[src/bpred_pkg.sv]
// Branch predictor shared types: address widths, table geometry and bundles
package bpred_pkg;

   //////////////////////////////////////////////////
   // Geometry
   //////////////////////////////////////////////////

   localparam int XLEN        = 32;
   localparam int BTB_IDX_LEN = 4;
   localparam int BTB_SETS    = 1 << BTB_IDX_LEN;
   // Tag and index together cover PC bits 15 down to 2
   localparam int BTB_TAG_LEN = 10;
   localparam int BHT_IDX_LEN = 6;
   localparam int BHT_SIZE    = 1 << BHT_IDX_LEN;

   localparam logic [XLEN-1:0] RESET_PC = 32'h0000_1000;

   //////////////////////////////////////////////////
   // Types
   //////////////////////////////////////////////////

   typedef enum logic [1:0] {
      STRONG_NT = 2'b00,
      WEAK_NT   = 2'b01,
      WEAK_T    = 2'b10,
      STRONG_T  = 2'b11
   } ctr_state_e;

   // One branch resolved by the back end
   typedef struct packed {
      logic            valid;
      logic [XLEN-1:0] pc;
      logic [XLEN-1:0] target;
      logic            taken;
   } resolve_t;

   // Fetch output towards decode
   typedef struct packed {
      logic            valid;
      logic [XLEN-1:0] pc;
      logic [XLEN-1:0] next_pc;
      logic            taken;
   } predict_t;

   typedef struct packed {
      logic            hit;
      logic [XLEN-1:0] target;
   } btb_lookup_t;

endpackage

[src/bimodal_counters.sv]
// Bimodal direction table of two-bit saturating counters with two update ports
`timescale 1ns/1ps

module bimodal_counters
   import bpred_pkg::*;
(
   input  logic            clock,
   input  logic            reset,
   input  logic [XLEN-1:0] fetch_pc,
   input  resolve_t        resolve [2],
   output logic            predict_taken
);

   ctr_state_e ctr [BHT_SIZE];

   logic [BHT_IDX_LEN-1:0] rd_idx;
   logic [BHT_IDX_LEN-1:0] up_idx [2];
   ctr_state_e             base_1;
   ctr_state_e             upd [2];

   function automatic ctr_state_e sat_next(input ctr_state_e cur, input logic taken);
      ctr_state_e nxt;
      unique case (cur)
         STRONG_NT: nxt = taken ? WEAK_NT  : STRONG_NT;
         WEAK_NT:   nxt = taken ? WEAK_T   : STRONG_NT;
         WEAK_T:    nxt = taken ? STRONG_T : WEAK_NT;
         default:   nxt = taken ? STRONG_T : WEAK_T;
      endcase
      return nxt;
   endfunction

   assign rd_idx        = fetch_pc[BHT_IDX_LEN+1:2];
   assign predict_taken = ctr[rd_idx] inside {WEAK_T, STRONG_T};

   assign up_idx[0] = resolve[0].pc[BHT_IDX_LEN+1:2];
   assign up_idx[1] = resolve[1].pc[BHT_IDX_LEN+1:2];

   // Port 1 builds on port 0's result when both name one counter
   always_comb begin
      upd[0] = sat_next(ctr[up_idx[0]], resolve[0].taken);
      base_1 = (resolve[0].valid && up_idx[1] == up_idx[0]) ? upd[0] : ctr[up_idx[1]];
      upd[1] = sat_next(base_1, resolve[1].taken);
   end

   always_ff @(posedge clock) begin
      if (reset) begin
         for (int i = 0; i < BHT_SIZE; i++) begin
            ctr[i] <= WEAK_NT;
         end
      end else begin
         if (resolve[0].valid) begin
            ctr[up_idx[0]] <= upd[0];
         end
         if (resolve[1].valid) begin
            ctr[up_idx[1]] <= upd[1];
         end
      end
   end

endmodule

[src/branch_predictor.sv]
// Branch prediction front end: fetch PC generator steered by the BTB and the bimodal table
`timescale 1ns/1ps

module branch_predictor
   import bpred_pkg::*;
(
   input  logic            clock,
   input  logic            reset,
   input  logic            stall,
   input  logic            redirect_valid,
   input  logic [XLEN-1:0] redirect_pc,
   input  resolve_t        resolve [2],
   output predict_t        prediction
);

   logic [XLEN-1:0] fetch_pc;
   btb_lookup_t     lookup;
   logic            predict_taken;

   fetch_pc_gen fetch_pc_gen_i (
      .clock          (clock),
      .reset          (reset),
      .stall          (stall),
      .redirect_valid (redirect_valid),
      .redirect_pc    (redirect_pc),
      .lookup         (lookup),
      .predict_taken  (predict_taken),
      .fetch_pc       (fetch_pc),
      .prediction     (prediction)
   );

   // Both tables learn from both resolve ports
   btb btb_i (
      .clock    (clock),
      .reset    (reset),
      .fetch_pc (fetch_pc),
      .resolve  (resolve),
      .lookup   (lookup)
   );

   bimodal_counters bimodal_counters_i (
      .clock         (clock),
      .reset         (reset),
      .fetch_pc      (fetch_pc),
      .resolve       (resolve),
      .predict_taken (predict_taken)
   );

endmodule

[src/btb.sv]
// Two-way set-associative branch target buffer with per-set LRU and two write ports
`timescale 1ns/1ps

module btb
   import bpred_pkg::*;
(
   input  logic        clock,
   input  logic        reset,
   input  logic [XLEN-1:0] fetch_pc,
   input  resolve_t    resolve [2],
   output btb_lookup_t lookup
);

   logic [BTB_SETS-1:0]    valid [2];
   logic [BTB_TAG_LEN-1:0] tags [2][BTB_SETS];
   logic [XLEN-1:0]        targets [2][BTB_SETS];
   // LRU bit names the way to replace next
   logic [BTB_SETS-1:0]    lru;
   logic [BTB_SETS-1:0]    next_lru;

   logic [BTB_TAG_LEN-1:0] rd_tag;
   logic [BTB_IDX_LEN-1:0] rd_idx;
   logic [1:0]             rd_match;

   logic [BTB_TAG_LEN-1:0] wr_tag [2];
   logic [BTB_IDX_LEN-1:0] wr_idx [2];
   logic [1:0]             wr_match [2];
   logic [1:0]             wr_en;
   logic [1:0]             wr_way;

   //////////////////////////////////////////////////
   // Read side
   //////////////////////////////////////////////////

   assign {rd_tag, rd_idx} = fetch_pc[15:2];

   assign rd_match[0] = valid[0][rd_idx] && tags[0][rd_idx] == rd_tag;
   assign rd_match[1] = valid[1][rd_idx] && tags[1][rd_idx] == rd_tag;

   // Way 0 wins when both match
   assign lookup.hit    = |rd_match;
   assign lookup.target = rd_match[0] ? targets[0][rd_idx] : targets[1][rd_idx];

   //////////////////////////////////////////////////
   // Write decode and replacement
   //////////////////////////////////////////////////

   always_comb begin
      for (int p = 0; p < 2; p++) begin
         {wr_tag[p], wr_idx[p]} = resolve[p].pc[15:2];
         for (int w = 0; w < 2; w++) begin
            wr_match[p][w] = valid[w][wr_idx[p]] && tags[w][wr_idx[p]] == wr_tag[p];
         end
      end
      wr_en[0] = resolve[0].valid && resolve[0].taken;
      // Port 1 loses a same-set conflict
      wr_en[1] = resolve[1].valid && resolve[1].taken &&
                 !(wr_en[0] && wr_idx[1] == wr_idx[0]);
   end

   // Read hit first, then port 0, then port 1
   always_comb begin
      next_lru = lru;
      if (rd_match[0]) begin
         next_lru[rd_idx] = 1'b1;
      end else if (rd_match[1]) begin
         next_lru[rd_idx] = 1'b0;
      end
      for (int p = 0; p < 2; p++) begin
         if (wr_match[p][0]) begin
            wr_way[p] = 1'b0;
         end else if (wr_match[p][1]) begin
            wr_way[p] = 1'b1;
         end else begin
            wr_way[p] = next_lru[wr_idx[p]];
         end
         if (wr_en[p]) begin
            next_lru[wr_idx[p]] = ~wr_way[p];
         end
      end
   end

   always_ff @(posedge clock) begin
      if (reset) begin
         valid[0] <= '0;
         valid[1] <= '0;
         lru      <= '0;
      end else begin
         lru <= next_lru;
         for (int p = 0; p < 2; p++) begin
            if (wr_en[p]) begin
               valid[wr_way[p]][wr_idx[p]] <= 1'b1;
            end
         end
      end
   end

   always_ff @(posedge clock) begin
      for (int p = 0; p < 2; p++) begin
         if (wr_en[p]) begin
            tags[wr_way[p]][wr_idx[p]]    <= wr_tag[p];
            targets[wr_way[p]][wr_idx[p]] <= resolve[p].target;
         end
      end
   end

   // A set never holds one branch twice
   for (genvar s = 0; s < BTB_SETS; s++) begin : g_dup_check
      a_no_dup_tag: assert property (@(posedge clock) disable iff (reset)
         !(valid[0][s] && valid[1][s] && tags[0][s] == tags[1][s]));
   end

endmodule

[src/fetch_pc_gen.sv]
// Fetch PC register with next-PC selection and the per-cycle prediction
`timescale 1ns/1ps

module fetch_pc_gen
   import bpred_pkg::*;
(
   input  logic            clock,
   input  logic            reset,
   input  logic            stall,
   input  logic            redirect_valid,
   input  logic [XLEN-1:0] redirect_pc,
   input  btb_lookup_t     lookup,
   input  logic            predict_taken,
   output logic [XLEN-1:0] fetch_pc,
   output predict_t        prediction
);

   logic [XLEN-1:0] pc_q;
   logic            valid_q;
   logic            pred_taken;
   logic [XLEN-1:0] next_pc;

   // Redirect, then predicted target, then sequential
   assign pred_taken = lookup.hit && predict_taken;
   assign next_pc    = redirect_valid ? redirect_pc :
                       pred_taken     ? lookup.target : pc_q + 32'd4;

   always_ff @(posedge clock) begin
      if (reset) begin
         pc_q    <= RESET_PC;
         valid_q <= 1'b0;
      end else begin
         valid_q <= 1'b1;
         if (redirect_valid || !stall) begin
            pc_q <= next_pc;
         end
      end
   end

   assign fetch_pc           = pc_q;
   assign prediction.valid   = valid_q;
   assign prediction.pc      = pc_q;
   assign prediction.next_pc = next_pc;
   assign prediction.taken   = pred_taken && !redirect_valid;

   a_pc_aligned: assert property (@(posedge clock) disable iff (reset)
      fetch_pc[1:0] == 2'b00);

endmodule
[config.mk]
export PLATFORM = sky130hd
export DESIGN_NAME = branch_predictor
export DESIGN_NICKNAME = d
export VERILOG_FILES = /design/src/bpred_pkg.sv /design/src/bimodal_counters.sv /design/src/branch_predictor.sv /design/src/btb.sv /design/src/fetch_pc_gen.sv
export SDC_FILE = /design/constraint.sdc
export NUM_CORES = 2
export LEC_CHECK = 0
export BUFFER_PORTS_ARGS = -buffer_cell sky130_fd_sc_hd__buf_4
export CAP_MARGIN = 10
export CORE_AREA = 2 2 579 581
export CTS_BUF_LIST = sky130_fd_sc_hd__clkbuf_2
export DETAILED_ROUTE_END_ITERATION = 6
export DIE_AREA = 0 0 581 583
export SYNTH_ARGS = -nofsm -noshare
export SYNTH_HDL_FRONTEND = slang
export SYNTH_SLANG_ARGS = --single-unit
[constraint.sdc]
create_clock -name clock -period 10.5 [get_ports clock]
set_clock_uncertainty 0.2 [all_clocks]
set_input_delay 1.05 -clock clock [delete_from_list [all_inputs] [get_ports clock]]
set_output_delay 1.05 -clock clock [all_outputs]
set_load 0.005 [all_outputs]
==> out/qor.csv <==
stage;metric;value;unit
sta;finalHoldViolCount;0;
detailed_routing;wl;426400;um
detailed_routing;route.detailed.wl_per_inst;32.52;um
clocking;cts_resized;0;
final_layout;synthToLayoutAreaGrowth;11.34;%
clocking;clkTransAtPathRegs;90;ps
critical_path;endpoint_class_of_the_critical_path;output pin;
global_route;grt_pass1_vias;80574;
sta;worstMarginPinSlew;1379;ps
die;fp-row-count;212;
logic_synthesis;syn-cell-area;99310;um^2
sta;finalSetupViolCount;0;
sta;fin_crit;10120;ps
sta;final.setup.tns;0;ps
logic_synthesis;ys_seq_elements;1559;
status;violations;DRC;
placed_design;numPortBuffers;197;
die;core_region_area;332400;um^2
logic_synthesis;synth.top_cells.by_area;edfxtp_1, mux4_2, mux2_2;
sta;final-max-slew-violation-count;0;
clocking;ctsHtreeMaxLevel;5;
critical_path;worstPathArrival;8870;ps
logic_synthesis;yosys_most_used_dff;edfxtp_1;
global_route;grt_antenna_before_repair;54;
logic_synthesis;yosysTopAreaCellShare;44.51;%
logic_synthesis;yosysTopAreaCell;edfxtp_1;
logic_synthesis;synth_sequential_area_ratio;46.26;%
power_and_ir_drop;vdd.ir_drop.worst;88.15;uV
final_layout;post_route_cells_drive_above_1_share;28.28;%
clocking;cts.sink_count;1559;
placed_design;detailed_place_hpwl;250400;um
global_route;grt_first_pass_wirelength;597100;um
status;run_status;finished, violations left;
clocking;cts_max_path_buffers;4;
hold_path;worst_hold_path_type;primary input to flop;
die;design.die.area;338700;um^2
power_and_ir_drop;power_leakage;0.03463;uW
final_layout;register_area;45960;um^2
critical_path;slowest_delay;1100;ps
final_layout;multi_input_area;48970;um^2
critical_path;worstPathRequired;9250;ps
final_layout;n_fill_cell;32644;
global_route;grt_use_total;24.25;%
logic_synthesis;synth_nets;8649;
sta;minimum_setup_slack_in_the_final_design;379.5;ps
clocking;worst_skew_pair.late_latency;1810;ps
logic_synthesis;synth.cells.most_frequent;edfxtp_1, nand2_1, clkbuf_1;
critical_path;critPathMaxFanout;34;
detailed_routing;drt_pass1_iterations;7;
die;floorplan.initialDensity;29.88;%
detailed_routing;ant_nets;0;
die;pin_count;234;
critical_path;critPathTopFamily;simple AND/OR/NAND/NOR gates;
sta;layout_worst_path_cycle_share;96.39;%
clocking;cts_tree;built;
sta;slew_hr;7.441;%
critical_path;cell_at_the_slowest_stage_of_the_critical_path;a311oi_1;
die;floorplan.die.width;581;um
critical_path;critical_path.n_buffers_inverters;3;
detailed_routing;drc;2;
detailed_routing;dr.first_iter.drc_count;14261;
logic_synthesis;share_of_synthesized_registers_carrying_an_async_set_or_reset;0;%
critical_path;worst-setup-path-type;flop to output pin;
logic_synthesis;yosys.cell_count.top_type;edfxtp_1;
logic_synthesis;syn-instance-count;8477;
global_route;global_route.overflow_total;0;
sta;fmax;98.81;MHz
detailed_routing;post_drt_via_cell_ratio;6.445;
die;floorplan.die.height;583;um
clocking;tritoncts.num_buffers;409;
critical_path;timing.critical_path.cells;buf_4 -> mux4_1 -> mux2i_1 -> mux2i_1 -> xor2_1 -> nor3_1 -> and4_2 -> o21a_4 -> nor2_1 -> a311oi_1 -> a21oi_1 -> inv_1 -> buf_4;
final_layout;final_net_count;8587;
logic_synthesis;avgSynthCellArea;11.72;um^2
logic_synthesis;synth-edff-count;1472;
placed_design;globalplace.congestion;0.9614;
power_and_ir_drop;power.density;124.6;nW/um^2
global_route;pin_count_of_the_biggest_net_entering_global_routing;169;
logic_synthesis;synth.distinct_cells;100;
critical_path;cp-start-kind;flop;
placed_design;detailedPlace.worstSlack;1578;ps
clocking;post-cts-setup-buffers;0;
logic_synthesis;yosysWarnings;0;
clocking;root_buffer;clkbuf_2;
job;drv.max_cap_violation_count;0;
sta;rsz_0062_raised_after_global_routing;false;
detailed_routing;route.vias.total;84526;
where the power goes:
| group | total, uW | switching, uW | internal (uW) |
|---|---|---|---|
| clock network | 4540 | 2820 | 1720 |
| registers | 6970 | 81.4 | 6890 |
| logic | 2270 | 1370 | 900 |
worst reg2reg max path: stages, from the launching register on:
cell and delay [ps]:
dfxtp_4 950, buf_4 610, mux4_1 630, mux2i_1 440
mux2i_1 180, xor2_1 190, nor3_1 800, and4_2 1010
a31oi_1 320, a221oi_2 410, o21ai_2 150, a21o_1 270
a32oi_1 390, o2111a_4 750, buf_4 780, buf_12 590
nand3_1 350, nand4_1 130, dlygate4sd3_1 560
through the flow:
| stage | area (um^2) | utilization (%) | hold slack, ps | power, uW | cells |
|---|---|---|---|---|---|
| final | 110600 | 33.27 | 174.0 | 13780 | 13114 |
| after global routing | 110600 | 33.26 | 123.6 | 14170 | 13102 |
| after CTS | 110500 | 33.25 | 0.2218 | 13720 | 13093 |
| after detailed placement | 104500 | 31.44 | 277.2 | 9219 | 12154 |
| after global placement | 104500 | 31.44 | 269.3 | 9173 | 12154 |
| after floorplan | 99310 | - | 256.7 | 8504 | 8477 |
final cells by class:
class | instances | area share, %
Antenna cell | 19 | 0.04300
Clock buffer | 613 | 2.774
Clock inverter | 91 | 0.5318
Inverter | 58 | 0.2048
Multi-Input combinational cell | 5717 | 44.28
Sequential cell | 1559 | 41.56
Tap cell | 4387 | 4.964
Timing Repair Buffer | 670 | 5.637
state kept, by name, indices dropped and copies added, names as in the netlist, named ones only:
name / flops
fetch_pc_gen_i.fetch_pc: 32
btb_i.tags: 320
fetch_pc_gen_i.valid_q: 1
btb_i.targets: 1024
bimodal_counters_i.ctr: 128
btb_i.lru: 16
btb_i.valid: 32
placed cells by master, fill, tap and decap left out, types with 64 or more instances in the layout:
cell type / instances
mux2i_1: 108
edfxtp_1: 1472
xnor2_1: 87
nor2_1: 490
mux4_2: 682
o311ai_0: 284
and2_1: 122
a211oi_1: 288
a21oi_1: 182
dlygate4sd3_1: 235
clkinv_1: 64
nor3_1: 89
buf_4: 382
clkbuf_2: 613
mux2_2: 539
a22oi_1: 104
dfxtp_1: 83
nand3_1: 641
nand2_1: 1027
o22ai_1: 68
nand4_1: 298
routing by layer:
layer	vias up	share of wire (%)	routed length, um	global-route usage (%)
met1	41800	35	148500	30.13
met3	1780	15	62550	8.029
li1	33493	-	-	-
met4	38	7.4	31430	15.41
met2	7415	43	183600	36.16
met5	-	0.083	354	0.2693
worst paths after layout:
| kind | start | end | slack [ps] | cells after the start |
|---|---|---|---|---|
| worst max register to register | fetch_pc_gen_i.fetch_pc[3] | btb_i.targets[0][243] | 730 | 18 |
| worst min register to register | btb_i.valid[1][2] | btb_i.valid[1][2] | 300 | 2 |
| worst max-delay path | fetch_pc_gen_i.fetch_pc[3] | prediction[10] | 380 | 13 |
| worst min-delay path | resolve[103] | btb_i.valid[0][9] | 170 | 6 |
logic make-up (layout without fill, tap and decap cells):
family	after synthesis	count (layout)	share of synthesized area (%)
buffers and inverters	1201	1432	5.123
adder cells (fa/ha/maj)	8	8	0.09071
AND/OR/NAND/NOR	2851	2851	13.20
multiplexers	1429	1429	24.07
other	0	19	0
XOR/XNOR	107	107	0.9436
AO/OA/AOI/OAI	1322	1322	10.31
flip-flops	1559	1559	46.26
what timing repair did:
action	4_1_cts	5_1_grt
hold endpoints to repair	1553	0
hold buffers	235	0
setup endpoints to repair	0	0
(Power assumes the default switching activity.)
